<file path="src/rtl/dl_map_pkg.sv">
/* Memory map of the game ROM set as the host loader sends it.
   Region boundaries are byte addresses; each region ends where the next one starts */
`default_nettype none

package dl_map_pkg;

    // SDRAM regions, the main CPU ROM sits at address zero
    localparam logic [21:0] SND_START  = 22'h10000;  // Sound CPU ROM
    localparam logic [21:0] SCR_START  = 22'h12000;  // Scroll tiles
    localparam logic [21:0] OBJ_START  = 22'h1A000;  // Object graphics
    localparam logic [21:0] PCM_START  = 22'h22000;  // PCM samples

    // Colour PROMs go to their own write port, not to SDRAM
    localparam logic [24:0] PROM_START = 25'h32000;
    localparam logic [24:0] PROM_LEN   = 25'h300;
    localparam logic [24:0] PROM_END   = PROM_START + PROM_LEN;  // First byte past the PROMs

    // Destination of one downloaded byte
    typedef enum logic [2:0] {
        REG_MAIN,
        REG_SND,
        REG_SCR,
        REG_OBJ,
        REG_PCM,
        REG_PROM,
        REG_NONE   // Past the end of the ROM set
    } dl_region_e;

endpackage

`default_nettype wire
</file>
<file path="src/rtl/dl_bus_pkg.sv">
/* Payloads passed between the download pipeline stages and out of the top level.
   Every payload travels next to a single-cycle valid strobe */
`default_nettype none

package dl_bus_pkg;

    import dl_map_pkg::*;

    localparam int PROM_AW = 11;  // PROM write address width

    // Stage 1 output, byte sorted into its region
    typedef struct packed {
        dl_region_e  region;
        logic [21:0] addr;   // Byte address
        logic [ 7:0] data;
    } dl_byte_t;

    // Stage 2 output
    typedef struct packed {
        dl_region_e  region;
        logic [21:0] addr;   // Word address, or PROM offset in the low bits
        logic [ 1:0] mask;   // Active low byte lanes
        logic [ 7:0] data;
    } dl_word_t;

    // SDRAM write
    typedef struct packed {
        logic [21:0] addr;
        logic [ 1:0] mask;
        logic [ 7:0] data;
    } dl_sdram_wr_t;

    // Colour PROM write
    typedef struct packed {
        logic [PROM_AW-1:0] addr;
        logic [        7:0] data;
    } dl_prom_wr_t;

endpackage

`default_nettype wire

</file>
<file path="src/rtl/rom_dwnld.sv">
/* ROM download path from the host loader to SDRAM and colour PROM writes.
   Three registered stages, one byte accepted per cycle, output three cycles later */
`timescale 1ns/1ps
`default_nettype none

module rom_dwnld
    import dl_bus_pkg::*;
(
    input  logic         clk,
    input  logic         rst,
    input  logic         downloading,
    input  logic         ioctl_wr,
    input  logic [24:0]  ioctl_addr,
    input  logic [ 7:0]  ioctl_dout,
    output dl_sdram_wr_t prog,
    output logic         prog_we,
    output dl_prom_wr_t  prom,
    output logic         prom_we
);

    dl_byte_t byte_q;
    logic     byte_vld;
    dl_word_t word_q;
    logic     word_vld;

    dl_region u_region (
        .clk         ( clk         ),
        .rst         ( rst         ),
        .downloading ( downloading ),
        .ioctl_wr    ( ioctl_wr    ),
        .ioctl_addr  ( ioctl_addr  ),
        .ioctl_dout  ( ioctl_dout  ),
        .byte_q      ( byte_q      ),
        .byte_vld    ( byte_vld    )
    );

    dl_lane u_lane (
        .clk      ( clk      ),
        .rst      ( rst      ),
        .byte_q   ( byte_q   ),
        .byte_vld ( byte_vld ),
        .word_q   ( word_q   ),
        .word_vld ( word_vld )
    );

    dl_swizzle u_swizzle (
        .clk      ( clk      ),
        .rst      ( rst      ),
        .word_q   ( word_q   ),
        .word_vld ( word_vld ),
        .prog     ( prog     ),
        .prog_we  ( prog_we  ),
        .prom     ( prom     ),
        .prom_we  ( prom_we  )
    );

endmodule

`default_nettype wire

</file>
<file path="src/rtl/dl_swizzle.sv">
/* Download stage 3: reorders low address bits of graphics data and drives the write ports.
   Scroll and object words land so the video fetch reads whole 32-bit tile rows */
`timescale 1ns/1ps
`default_nettype none

module dl_swizzle
    import dl_map_pkg::*, dl_bus_pkg::*;
(
    input  logic         clk,
    input  logic         rst,
    input  dl_word_t     word_q,
    input  logic         word_vld,
    output dl_sdram_wr_t prog,
    output logic         prog_we,
    output dl_prom_wr_t  prom,
    output logic         prom_we
);

    logic [21:0] sw_addr;
    logic        is_prom;

    assign is_prom = (word_q.region == REG_PROM);

    always_comb begin
        sw_addr = word_q.addr;
        case (word_q.region)
            REG_SCR: begin
                sw_addr[3:0] = {word_q.addr[2:0], ~word_q.addr[3]};
            end
            REG_OBJ: begin
                sw_addr[4:0] = {word_q.addr[2:0], ~word_q.addr[4], ~word_q.addr[3]};
            end
            default: begin
                sw_addr = word_q.addr;  // Code, samples and PROM as they are
            end
        endcase
    end

    // Only one of the two strobes fires per word
    always_ff @(posedge clk) begin
        if (rst) begin
            prog_we <= 1'b0;
            prom_we <= 1'b0;
        end else begin
            prog_we <= word_vld && !is_prom;
            prom_we <= word_vld && is_prom;
        end
    end

    always_ff @(posedge clk) begin
        prog.addr <= sw_addr;
        prog.mask <= word_q.mask;
        prog.data <= word_q.data;
        prom.addr <= word_q.addr[PROM_AW-1:0];
        prom.data <= word_q.data;
    end

endmodule

`default_nettype wire

</file>
<file path="src/rtl/dl_lane.sv">
/* Download stage 2: turns the byte address into an SDRAM word address and lane mask.
   PROM bytes get their offset from the start of the PROM area instead */
`timescale 1ns/1ps
`default_nettype none

module dl_lane
    import dl_map_pkg::*, dl_bus_pkg::*;
(
    input  logic     clk,
    input  logic     rst,
    input  dl_byte_t byte_q,
    input  logic     byte_vld,
    output dl_word_t word_q,
    output logic     word_vld
);

    logic [21:0] word_addr;
    logic [ 1:0] word_mask;
    logic [21:0] prom_off;

    assign prom_off = byte_q.addr - PROM_START[21:0];

    always_comb begin
        if (byte_q.region == REG_PROM) begin
            word_addr = prom_off;  // Only the low PROM_AW bits matter
            word_mask = 2'b11;     // No SDRAM lane
        end else begin
            word_addr = {1'b0, byte_q.addr[21:1]};
            // Byte swapped, even bytes go to the upper lane
            if (byte_q.addr[0]) begin
                word_mask = 2'b10;
            end else begin
                word_mask = 2'b01;
            end
        end
    end

    always_ff @(posedge clk) begin
        if (rst) begin
            word_vld <= 1'b0;
        end else begin
            word_vld <= byte_vld;
        end
    end

    always_ff @(posedge clk) begin
        word_q.region <= byte_q.region;
        word_q.addr   <= word_addr;
        word_q.mask   <= word_mask;
        word_q.data   <= byte_q.data;
    end

endmodule

`default_nettype wire

</file>
<file path="src/rtl/dl_region.sv">
/* Download stage 1: sorts every loader byte into its memory map region.
   Bytes outside the ROM set or written while not downloading never leave this stage */
`timescale 1ns/1ps
`default_nettype none

module dl_region
    import dl_map_pkg::*, dl_bus_pkg::*;
(
    input  logic        clk,
    input  logic        rst,
    input  logic        downloading,
    input  logic        ioctl_wr,
    input  logic [24:0] ioctl_addr,
    input  logic [ 7:0] ioctl_dout,
    output dl_byte_t    byte_q,
    output logic        byte_vld
);

    dl_region_e region;
    logic       accept;

    // Boundaries are checked in ascending order
    always_comb begin
        if (ioctl_addr < {3'd0, SND_START}) begin
            region = REG_MAIN;
        end else if (ioctl_addr < {3'd0, SCR_START}) begin
            region = REG_SND;
        end else if (ioctl_addr < {3'd0, OBJ_START}) begin
            region = REG_SCR;
        end else if (ioctl_addr < {3'd0, PCM_START}) begin
            region = REG_OBJ;
        end else if (ioctl_addr < PROM_START) begin
            region = REG_PCM;
        end else if (ioctl_addr < PROM_END) begin
            region = REG_PROM;
        end else begin
            region = REG_NONE;
        end
    end

    // Out of range bytes are dropped here so later stages never check range
    assign accept = ioctl_wr && downloading && (region != REG_NONE);

    always_ff @(posedge clk) begin
        if (rst) begin
            byte_vld <= 1'b0;
        end else begin
            byte_vld <= accept;
        end
    end

    always_ff @(posedge clk) begin
        byte_q.region <= region;
        byte_q.addr   <= ioctl_addr[21:0];  // Whole map fits in 22 bits
        byte_q.data   <= ioctl_dout;
    end

endmodule

`default_nettype wire

</file>
<file path="config.mk">
export PLATFORM = sky130hd
export DESIGN_NAME = rom_dwnld
export DESIGN_NICKNAME = d
export VERILOG_FILES = /design/src/rtl/dl_map_pkg.sv /design/src/rtl/dl_bus_pkg.sv /design/src/rtl/rom_dwnld.sv /design/src/rtl/dl_swizzle.sv /design/src/rtl/dl_lane.sv /design/src/rtl/dl_region.sv
export SDC_FILE = /design/constraint.sdc
export NUM_CORES = 1
export LEC_CHECK = 0
export BUFFER_PORTS_ARGS = -buffer_cell sky130_fd_sc_hd__buf_4
export CAP_MARGIN = 20
export CORE_MARGIN = 5
export CORE_UTILIZATION = 44
export CTS_CLUSTER_DIAMETER = 80
export DETAILED_ROUTE_END_ITERATION = 12
export PLACE_DENSITY_LB_ADDON = 0.25
export REMOVE_ABC_BUFFERS = 1
export SLEW_MARGIN = 20
export SYNTH_ARGS = -nofsm -noshare
export SYNTH_HDL_FRONTEND = slang
export SYNTH_SLANG_ARGS = --single-unit
</file>
<file path="constraint.sdc">
create_clock -name clk -period 1.2 [get_ports clk]
set_input_delay 0.06 -clock clk [delete_from_list [all_inputs] [get_ports clk]]
set_output_delay 0.06 -clock clk [all_outputs]
set_load 0.01 [all_outputs]
</file>
## Word-level counts from Yosys, hierarchy flattened

Cells that the tools add are included.

| storage, ports and cells | value |
|---|---|
| register bits after elaboration | 115 |
| bits of input ports | 37 |
| output and inout bits | 53 |

| operators by class | value |
|---|---|
| muxes and demuxes | 10 |
| bitwise logic cells | 2 |
| magnitude comparators | 6 |
| reduce and logical (&&, ||, !) cells | 5 |
| eq/ne operators | 5 |
| add/subtract/negate cells | 1 |

Operators by type and width:

| cell | count |
|---|---|
| < comparator 25 x 17 -> 1 bit (second input constant) | 3 |
| < comparator 25 x 18 -> 1 bit (second input constant) | 3 |
| subtractor 22 x 18 -> 22 bit (second input constant) | 1 |
| 2-to-1 mux 21 bit | 1 |
| 2-to-1 mux 3 bit | 5 |
| one-hot mux 4 bit (2 select lines) | 1 |
| == test 3 x 2 -> 1 bit (second input constant) | 2 |
| == test 3 bit (second input constant) | 2 |
| logical AND 1 bit | 4 |
| 2-to-1 mux 2 bit | 2 |
| != test 3 bit (second input constant) | 1 |
| NOT 1 bit | 2 |
| logical NOT 1 bit | 1 |
| 2-to-1 mux 1 bit | 1 |

## Longest topological paths before layout

Gate-level depths: netlist (run 1).

| depth | value |
|---|---|
| depth in word-level cells | 9 |
| mapped depth | 6 |

## Cells and area by module

Synthesis (run 1) repeated with hierarchy kept, for this count alone.

| second synthesis, totals | value |
|---|---|
| cell total of the unflattened synthesis | 223 |
| area, all modules | 2992.9 um^2 |

Modules (own cells, without submodules):

| module | cells an instance | seq. area each (um^2) | area each (um^2) | instances |
|---|---|---|---|---|
| dl_lane | 92 | 720.7 | 1131.1 | 1 |
| dl_swizzle | 75 | 780.7 | 1026.0 | 1 |
| dl_region | 56 | 680.7 | 835.8 | 1 |

## Worst setup path after synthesis (run 1)

No wires, ideal clock.

| path | value |
|---|---|
| path type | register -> register |
| start point | register, netlist name u_region.byte_q[21] |
| end point | register, netlist name u_lane.word_q[31] |
| cell stages (with the launch flop) | 7 |
| buffers on the path | 0 |
| arrival | 1.142 ns |
| setup slack | -0.069 ns |
| period minus slack after synthesis | 1.269 ns |
| required time | 1.073 ns |
| library setup time | 0.127 ns |
| cell sequence | dfxtp_1 inv_1 ha_1 nand2b_1 a2111oi_2 xnor2_1 nor2_1 |

| between the ends | value |
|---|---|
| cells in the longest elaborated chain, start to end | 1 |

RTL lines:

| item | line | text |
|---|---|---|
| subtractor 22 x 18 -> 22 bit | dl_lane.sv:21 | `assign prom_off = byte_q.addr - PROM_START[21:0];` |

Every way passes these cells.
A chain may end at the register's enable or synchronous reset.

## Final worst setup path (run 1)

| path | value |
|---|---|
| start point | register, netlist name u_region.byte_q[24] |
| end point | register, netlist name u_lane.word_q[31] |

| between the ends | value |
|---|---|
| cells in the longest elaborated chain, start to end | 1 |

RTL lines:

| item | line |
|---|---|
| subtractor 22 x 18 -> 22 bit | dl_lane.sv:21 |

Every way passes these cells.

==> results of run 1 <==
==> cells in the mapped netlist (3+ instances only) <==
cell and count:
buf_4 14, clkbuf_1 4, dfxtp_1 109, inv_1 5, mux2_2 14, nand2_1 19
nand2b_1 4, nand3b_1 3, nor2_1 7, o21ai_0 15, xnor2_1 4, xor2_1 4
==> worst max-delay path: cells and delay by family, from the launching register on <==
| family | cells | cell delay, ns |
|---|---|---|
| flip-flops | 1 | 0.35 |
| XOR/XNOR | 1 | 0.15 |
| AND/OR/NAND/NOR | 2 | 0.27 |
| AO/OA/AOI/OAI | 1 | 0.36 |
==> registers in the layout (all words and copies together) (netlist names) <==
register,flops
u_region.byte_q,33
u_lane.word_vld,1
u_swizzle.prog_we,1
u_swizzle.prog,32
u_swizzle.prom,5
u_lane.word_q,35
u_region.byte_vld,1
u_swizzle.prom_we,1
==> final cells by class <==
cell class              count  area, um^2  share of cell area [%]
multi-input cells          91         678                    15.8
clock inverters             5        35.0                   0.816
inverters                   5        18.8                   0.437
repair buffers            138        1140                    26.5
flip-flops and latches    109        2190                    50.9
clock buffers              11         141                    3.29
well taps                  77        96.3                    2.24
==> power by group through the flow <==
stage	logic, mW	clock network [mW]	registers (mW)
3_3_place_gp	0.412	0	3.94
3_5_place_dp	0.418	0	3.95
2_1_floorplan	0.0867	0	3.98
4_1_cts	0.522	2.00	3.86
5_1_grt	0.574	2.15	3.89
6_report	0.530	1.93	3.86
==> kinds of logic after synthesis <==
kind of cell	Yosys count	share of synthesized area, %
AO/OA/AOI/OAI	22	4.53
adder cells (fa/ha/maj)	1	0.423
AND/OR/NAND/NOR	44	7.92
XOR/XNOR	8	2.37
multiplexers	16	6.01
buffers and inverters	24	4.87
flip-flops	109	73.9
==> metal layers <==
metal / wire, um / vias up
met5: 0 / -
met2: 2720 / 62
met1: 2140 / 857
li1: - / 982
met4: 119 / 0
met3: 386 / 8
==> metrics by stage <==
| stage | util, % | hold WS [ns] | instances | area [um^2] |
|---|---|---|---|---|
| global route | 66.8 | -0.215 | 436 | 4290 |
| global placement | 57.5 | 0.164 | 383 | 3700 |
| CTS | 66.4 | -0.210 | 435 | 4270 |
| finish | 66.8 | -0.188 | 436 | 4290 |
| floorplan | - | 0.0877 | 205 | 2830 |
| detailed placement | 57.5 | 0.166 | 383 | 3700 |
==> layout by cell type, fill, tap and decap left out, types with 3 or more instances in the layout <==
| cell | netlist | layout |
|---|---|---|
| xor2_1 | 4 | 4 |
| nand3b_1 | 3 | 3 |
| inv_1 | 5 | 3 |
| nand2b_1 | 4 | 3 |
| mux2_2 | 14 | 14 |
| dfxtp_1 | 109 | 106 |
| dfxtp_2 | 0 | 3 |
| nor2_1 | 7 | 7 |
| o21ai_0 | 15 | 13 |
| clkbuf_8 | 0 | 10 |
| dlygate4sd3_1 | 0 | 35 |
| nand2_1 | 19 | 19 |
| buf_4 | 14 | 102 |
| xnor2_1 | 4 | 4 |
==> how the worst max path moves through the flow <==
| stage | start | slack, ns | cells after the start | to |
|---|---|---|---|---|
| 2_1_floorplan | u_region.byte_q[31]$_DFF_P_ | -0.36 | 2 | u_lane.word_q[10]$_DFF_P_ |
| 3_3_place_gp | ioctl_addr[21] | -0.07 | 5 | u_region.byte_vld$_SDFF_PP0_ |
| 3_5_place_dp | u_region.byte_q[21]$_DFF_P_ | -0.13 | 6 | u_lane.word_q[31]$_SDFF_PN0_ |
| 4_1_cts | u_region.byte_q[22]$_DFF_P_ | -0.06 | 6 | u_lane.word_q[31]$_SDFF_PN0_ |
| 5_1_grt | u_region.byte_q[22]$_DFF_P_ | -0.08 | 6 | u_lane.word_q[31]$_SDFF_PN0_ |
| 6_report | u_region.byte_q[24]$_DFF_P_ | -0.02 | 4 | u_lane.word_q[31]$_SDFF_PN0_ |
==> timing repair <==
item / CTS / global route
hold buffers: 34 / 1
pin swaps: 3 / 2
gates resized for setup: 9 / 7
endpoints found under the hold margin: 37 / 3
setup endpoints to repair: 4 / 6
buffers inserted: 2 / 0
==> qor.yml, run 1 <==
status: "finished, violations left"
violations: "hold timing, setup timing"
setup_tns_ns: -0.0163
drc_errors: 0
ir_worst_vdd_uv: 703
finClkSkew_ns: 0.00618
worstPathArrival_ns: 1.47
grt_setup_unrepaired: "yes"
hold_end: "u_region.byte_q[26]$_DFF_P_"
end_kind: "flip-flop"
cpMaxStageDelayCell: "a2111oi_4"
cts_num_sinks: 109
synth-seq-area-share_pct: 73.9
first_iter_violations: 52
setup_ws_ns: -0.0163
cap_violations: 0
finalCritPeriodShare_pct: 101
p_switching_mw: 1.38
synth-seq-cells: 109
cpPeakStageDelay_ns: 0.36
r2r-end: "u_lane.word_q[31]$_SDFF_PN0_"
synth_top_flop_cell: "dfxtp_1"
die_w_um: 91.9
hold_viol: 1
r2r_cells: 4
netSwitchingFraction_pct: 21.8
synth.distinct_cells: 29
cts_root_buf: "clkbuf_8"
worst_pin_slew_ns: 0.540
synthCells: 224
area_growth_pct: 45.3
antenna_left: 0
synth-edff-count: 0
gr-total-overflow: 0
nets: 392
die_h_um: 91.9
cts_tree: "built"
relSlewSlack_pct: 63.1
rrSetupSlack_ns: -0.02
total_power_mw: 6.32
gp_congestion: 0.836
nFillCells: 477
first_pass_iters: 4
clk_latency_ns: 0.35
crit_fanout: 4
grt_util_met2_pct: 23.9
hold_path_depth: 1
crit_type: "flip-flop to flip-flop"
fin_crit_ns: 1.22
fmax_ghz: 0.822
antenna_found_initial: 0
p_leak_nw: 1.90
hpwlAfterDp_um: 3680
io_pins: 90
routed-via-count: 1909
viasPerCell: 4.38
start_util_pct: 46.0
min_from: "ioctl_addr[18]"
setup_violations: 1
critPathLaunchType: "flip-flop"
rr_startpoint: "u_region.byte_q[24]$_DFF_P_"
worstPathCellList: "and2_2, a2111oi_4, xnor2_1, nor2_1"
syn_avg_cell_area_um2: 13.2
routed_wl_um: 5360
maxSlewViolCount: 0
grt_first_pass_wirelength_um: 8770
numPortBuffers: 89
dieArea_mm2: 0.00845
htree_levels: 3
rows: 29
path_clk_slew_ns: 0.09
cts_made_buffers: 9
grt_max_degree: 26
clkPwrFrac_pct: 30.5
async_flop_share_pct: 0
combPwrFrac_pct: 8.4
wl_per_cell_um: 12.3
cts.path.max_buffers: 2
crit_required_ns: 1.45
p_per_area_mw_per_mm2: 1470
core_mm2: 0.00642
synth_area_leaders: "dfxtp_1 (74%), mux2_2 (5.3%), buf_4 (3.6%), o21ai_0 (2.5%), nand2_1 (2.4%)"
hold_path_class: "input port to flip-flop"
drive_gt1_share_pct: 40.4
dp_slack_ns: -0.125
grt.total_usage_pct: 13.5
grt_use_met3_pct: 4.58
grt-busiest-layer: "met2"
seqPwrFrac_pct: 61.1
grt_util_met1_pct: 14.2
hold_ws_ns: -0.188
yosys.area.top_type: "dfxtp_1"
antenna_cells: 0
yosys_warnings: 0
yosys.area.top_type_share_pct: 73.9
grt_pass1_vias: 1889
synth_area_mm2: 0.00295
intPower_mw: 4.94
Power figures use the tool's default switching activity.
==> inputs of run 2 (changes only) <==
- PLACE_DENSITY: default -> 0.73
- PLACE_DENSITY_LB_ADDON: 0.25 -> default
- SETUP_SLACK_MARGIN: default -> 0.5
==> run 2 against run 1 <==
- the run still ends with hold timing, setup timing left
- fmax decreased by 2.4%
- final cell count increased by 3.0%
- sequential power increased by 1%
- critical path depth increased by 2
- count of clock-buffer cells in the layout decreased by 2
- via count increased by 7.1%
- routed wire length increased by 25%
- die area unchanged
- non-clock buffer count increased by 13
- utilization increased by 9.5 points
- critical path type unchanged
==> qor.yml, run 2 (synthesis gave the netlist of run 1 again) <==
status: "finished, violations left"
violations: "hold timing, setup timing"
rows: 29  # unchanged
cts_num_sinks: 109  # unchanged
first_pass_iters: 4  # unchanged
viasPerCell: 4.55  # +4.0%
hold_ws_ns: -0.0650  # +0.123 ns
routed-via-count: 2044  # +7.1%
grt_max_degree: 20  # -23%
r2r-end: "u_lane.word_q[30]$_DFF_P_"
core_mm2: 0.00642  # unchanged
path_clk_slew_ns: 0.10  # about the same
final_common_cell: "buf_6"
antenna_left: 0  # unchanged
die_w_um: 91.9  # unchanged
first_iter_violations: 26  # -50%
setup_ws_ns: -0.0465  # -0.0302 ns
nets: 405  # +3.3%
grt_setup_unrepaired: "yes"
cts_root_buf: "clkbuf_8"
hold_path_class: "input port to flip-flop"
end_kind: "flip-flop"
dr_wl_met3_um: 325  # -16%
min_from: "ioctl_addr[24]"
rrSetupSlack_ns: -0.05  # -0.03 ns
htree_levels: 3  # unchanged
largest_registers: "u_lane.word_q: 35 flops, u_region.byte_q: 33 flops, u_swizzle.prog: 32 flops"
io_pins: 90  # unchanged
crit_required_ns: 1.48  # +0.03 ns
cap_violations: 0  # unchanged
worst_pin_slew_ns: 0.330  # -0.209 ns
drt-met1-wl_um: 2590  # +21%
grt.total_usage_pct: 15.7  # +2.3 points
hold_path_depth: 3  # +2
fin_crit_ns: 1.25  # +0.0302 ns
hold_end: "u_region.byte_q[32]$_DFF_P_"
setup_violations: 10  # +9
drc_errors: 0  # unchanged
dieArea_mm2: 0.00845  # unchanged
cts.path.max_buffers: 2  # unchanged
ctsHoldBuffers: 33  # -2.9%
antenna_found_initial: 0  # unchanged
worstPathArrival_ns: 1.53  # +0.06 ns
largest_reg_flops: 35  # unchanged
cts_tree: "built"
finalCritPeriodShare_pct: 104  # +2.5 points
total_power_mw: 6.76  # +6.9%
critPathLaunchType: "flip-flop"
clk_latency_ns: 0.35  # about the same
ir_worst_vdd_uv: 734  # +4.4%
p_per_area_mw_per_mm2: 1380  # -6.4%
grt_first_pass_wirelength_um: 10500  # +19%
gr-total-overflow: 0  # unchanged
cts_made_buffers: 9  # unchanged
crit_type: "flip-flop to flip-flop"
antenna_cells: 0  # unchanged
largest_register: "u_lane.word_q"
drive_gt1_share_pct: 58.6  # +18 points
dp_slack_ns: -0.169  # -0.0432 ns
hold_viol: 2  # +1
r2r_cells: 6  # +2
relSlewSlack_pct: 77.8  # +15 points
maxSlewViolCount: 0  # unchanged
hpwlAfterDp_um: 3710  # +0.99%
area_growth_pct: 65.9
fmax_ghz: 0.802  # -2.4%
wl_met2_um: 3710  # +36%
grt_pass1_vias: 2161  # +14%
die_h_um: 91.9  # unchanged
finClkSkew_ns: 0.00863  # +0.00244 ns
start_util_pct: 46.0  # unchanged
highest_layer: "met4"
wl_per_cell_um: 14.9  # +21%
rr_startpoint: "u_region.byte_q[21]$_DFF_P_"
crit_fanout: 2  # -2
gp_congestion: 0.818  # -2.2%
routed_wl_um: 6700  # +25%
crit_start: "u_region.byte_q[21]$_DFF_P_"
layout_common_cells: "buf_6 (65), dfxtp_1 (64), buf_4 (49)"
finalCoreUtilization_pct: 76.3  # +9.5 points
p_leak_nw: 2.18  # +15%
numPortBuffers: 89  # unchanged
==> run 2: cell count changes in the layout (fill, tap and decap cells not counted), sizes merged <==
cell          change
inv               +3
dlymetal6s4s      +4
bufinv            +1
dlygate4sd3       -6
clkinv            -2
buf              +14
clkbuf            -1
==> run 2: how the worst max path moves through the flow <==
| stage | end | slack (ns) | depth (start not counted) |
|---|---|---|---|
| global route | u_lane.word_q[31]$_SDFF_PN0_ | -0.10 | 6 |
| global placement | u_region.byte_q[31]$_DFF_P_ | -0.10 | 6 |
| detailed placement | u_region.byte_q[30]$_DFF_P_ | -0.17 | 5 |
| CTS | u_lane.word_q[31]$_SDFF_PN0_ | -0.06 | 6 |
| finish | u_lane.word_q[30]$_DFF_P_ | -0.05 | 6 |
| floorplan | u_lane.word_q[10]$_DFF_P_ | -0.36 | 2 |
==> run 2: worst max-delay path, stage by stage, from the launching register on <==
cell      delay, ns
dfxtp_2        0.34
buf_4          0.13
o311ai_1       0.22
buf_4          0.16
nand2_1        0.05
xor2_1         0.15
o21ai_1        0.14
==> run 2: report_power, final <==
group	switching, mW	internal, mW	total [mW]
Combinational	0.223	0.419	0.642
Clock	1.22	0.999	2.22
Sequential	0.0939	3.80	3.90
==> run 2: area by class of cell <==
| type | instances | area [um^2] |
|---|---|---|
| flip-flops and latches | 109 | 2240 |
| well taps | 77 | 96.3 |
| multi-input cells | 91 | 802 |
| inverters | 5 | 18.8 |
| clock inverters | 7 | 80.1 |
| clock buffers | 9 | 124 |
| repair buffers | 151 | 1540 |
| fillers | 370 | 1520 |
==> run 2: layer usage <==
layer | vias to the layer above | global-route usage, %
met5 | - | 0
met3 | 6 | 3.36
met2 | 72 | 28.6
met4 | 0 | 6.19
li1 | 1012 | -
met1 | 954 | 18.0
==> run 2: timing repair <==
action	CTS	global route
endpoints found under the hold margin	35	2
pin swaps	8	10
setup endpoints to repair	88	88
gates cloned	2	1
resized for setup	141	28
setup buffers	10	4
==> run 2: metrics by stage <==
step                TNS (ns)  instances  area (um^2)
global route          -0.906        449         4900
global placement      -0.336        383         3700
CTS                   -0.109        444         4740
finish                -0.233        449         4900
detailed placement    -0.643        383         3700
floorplan              -6.48        205         2830
==> inputs of run 3 (changes only) <==
- CAP_MARGIN: 20 -> 5
- CORE_UTILIZATION: 44 -> 47
- CTS_BUF_LIST: default -> sky130_fd_sc_hd__clkbuf_4
- PLACE_DENSITY: 0.73 -> 0.77
==> run 3 against run 2 <==
- the flow still finishes with violations (hold timing, setup timing)
- design area decreased by 0.74%
- die area fell by 5.7%
- clock power decreased by 5%
- utilization up 4.4 points
- sequential power hardly changed
- sequential share of layout area is 0.50 points higher
- first-iteration DRC count increased by 7.7%
- fmax is 2.9% lower
- critical path depth grew 1
- clock skew grew 0.017 ns
- sequential cell count unchanged
- final cell count is 2.4% lower
- highest routed layer unchanged
==> qor.yml, run 3 (synthesis gave the netlist of run 1 again) <==
hold_ws_ns: -0.302  # -0.237 ns
clk_latency_ns: 0.46  # +0.11 ns
wl_per_cell_um: 15.6  # +4.7%
placed_cells: 381  # -0.52%
worstPathCellList: "inv_2, ha_4, nand2b_4, buf_4, nand2_2, xor2_1, o21ai_1"
critPathLaunchType: "flip-flop"
die_w_um: 89.3  # -2.9%
first_pass_iters: 3  # -1
finClkSkew_ns: 0.0254  # +0.0168 ns
routed-via-count: 2040  # -0.20%
grt_max_degree: 20  # unchanged
path_clk_slew_ns: 0.16  # +0.06 ns
maxSlewViolCount: 0  # unchanged
cap_violations: 0  # unchanged
antenna_found_initial: 0  # unchanged
viasPerCell: 4.66  # +2.3%
worst_pin_slew_ns: 0.388  # +0.0579 ns
nFillCells: 324  # -12%
nets: 396  # -2.2%
layout.cells.non_filler: 438  # -2.4%
violations: "hold timing, setup timing"
grt_pass1_vias: 2089  # -3.3%
finalCritPeriodShare_pct: 107  # +3.1 points
setup_violations: 4  # -6
start_util_pct: 49.0  # +3.0 points
p_leak_nw: 2.17  # -0.43%
grt_setup_unrepaired: "yes"
fmax_ghz: 0.779  # -2.9%
numPortBuffers: 89  # unchanged
layout_common_cells: "buf_6 (62), dfxtp_1 (62), dfxtp_2 (45)"
grt.total_usage_pct: 17.1  # +1.4 points
hold_viol: 8  # +6
crit_type: "flip-flop to flip-flop"
gp_congestion: 0.742  # -9.2%
largest_reg_flops: 35  # unchanged
area_growth_pct: 64.6
cts_made_buffers: 9  # unchanged
largest_registers: "u_lane.word_q: 35 flops, u_region.byte_q: 33 flops, u_swizzle.prog: 32 flops"
total_power_mw: 6.66  # -1.5%
cts_tree: "built"
grt_first_pass_wirelength_um: 9890  # -5.4%
cts_num_sinks: 109  # unchanged
cts.path.max_buffers: 2  # unchanged
worstPathArrival_ns: 1.63  # +0.10 ns
first_iter_violations: 28  # +7.7%
rows: 28  # -3.4%
setup_ws_ns: -0.0838  # -0.0374 ns
hold_path_class: "input port to flip-flop"
hpwlAfterDp_um: 3710  # -0.20%
end_kind: "flip-flop"
fin_crit_ns: 1.28  # +0.0374 ns
dieArea_mm2: 0.00797  # -5.7%
antenna_left: 0  # unchanged
relSlewSlack_pct: 73.4  # -4.4 points
crit_fanout: 2  # unchanged
largest_register: "u_lane.word_q"
drc_errors: 0  # unchanged
p_per_area_mw_per_mm2: 1370  # -0.72%
ir_worst_vdd_uv: 957  # +30%
die_h_um: 89.3  # -2.9%
core_mm2: 0.00603  # -6.2%
path_buf_inv: 2  # unchanged
routed_wl_um: 6840  # +2.2%
crit_required_ns: 1.55  # +0.07 ns
drive_gt1_share_pct: 61.7  # +3.1 points
htree_levels: 3  # unchanged
status: "finished, violations left"
crit_family: "flip-flops"
io_pins: 90  # unchanged
cts_root_buf: "clkbuf_4"
cpMaxStageDelayCell: "dfxtp_2"
antenna_cells: 0  # unchanged
cpPeakStageDelay_ns: 0.39  # +0.05 ns
gr-total-overflow: 0  # unchanged
==> run 3: area by class of cell <==
cell class	instances	area [um^2]	share of cell area, %
sequential	109	2250	46.2
clock buffer	9	67.6	1.39
timing repair buffer	142	1470	30.3
tap	75	93.8	1.93
clock inverter	7	105	2.16
multi-input combinational	91	858	17.6
inverter	5	18.8	0.386
==> run 3: power by group <==
| part | total (mW) | internal (mW) | switching, mW |
|---|---|---|---|
| registers | 3.91 | 3.81 | 0.101 |
| logic | 0.646 | 0.422 | 0.223 |
| clock network | 2.10 | 0.883 | 1.22 |
| total | 6.66 | 5.11 | 1.55 |
==> run 3: path summary, 6_finish.rpt <==
path	startpoint	end	slack, ns	cells past startpoint
worst max register to register	u_region.byte_q[21]$_DFF_P_	u_lane.word_q[27]$_DFF_P_	-0.08	7
worst max-delay path	u_region.byte_q[21]$_DFF_P_	u_lane.word_q[27]$_DFF_P_	-0.08	7
worst min-delay path	ioctl_addr[20]	u_region.byte_q[28]$_DFF_P_	-0.30	1
worst min register to register	u_lane.word_q[24]$_DFF_P_	u_swizzle.prog[24]$_DFF_P_	0.31	0
==> run 3: what timing repair did <==
action	4_1_cts	5_1_grt
hold endpoints to repair	37	10
gates cloned	1	2
hold buffers	30	2
pin swaps	13	11
setup buffers	7	1
setup endpoints to repair	87	88
gates resized for setup	148	41
==> run 3: through the flow <==
stage / cell area (um^2) / hold slack, ns / worst slack, ns / utilization, % / TNS [ns]
6_report: 4860 / -0.302 / -0.0838 / 80.7 / -0.247
5_1_grt: 4860 / -0.336 / -0.148 / 80.7 / -0.488
4_1_cts: 4670 / -0.328 / -0.0827 / 77.5 / -0.195
3_5_place_dp: 3690 / 0.166 / -0.144 / 61.3 / -0.372
3_3_place_gp: 3690 / 0.165 / -0.0727 / 61.3 / -0.130
2_1_floorplan: 2830 / 0.0877 / -0.360 / - / -6.48
==> run 3: worst register-to-register path, stage by stage (launching register included) <==
cell and delay, ns:
dfxtp_2 0.39, inv_2 0.05, ha_4 0.16, nand2b_4 0.08, buf_4 0.12, nand2_2 0.07
xor2_1 0.22, o21ai_1 0.11
==> run 3: per-layer routing <==
layer	GRT usage [%]	share of wire, %	vias to the layer above
li1	-	-	997
met5	0	0	-
met1	16.3	33	968
met2	33.2	59	59
met4	10.7	3.1	0
met3	3.13	4.6	16
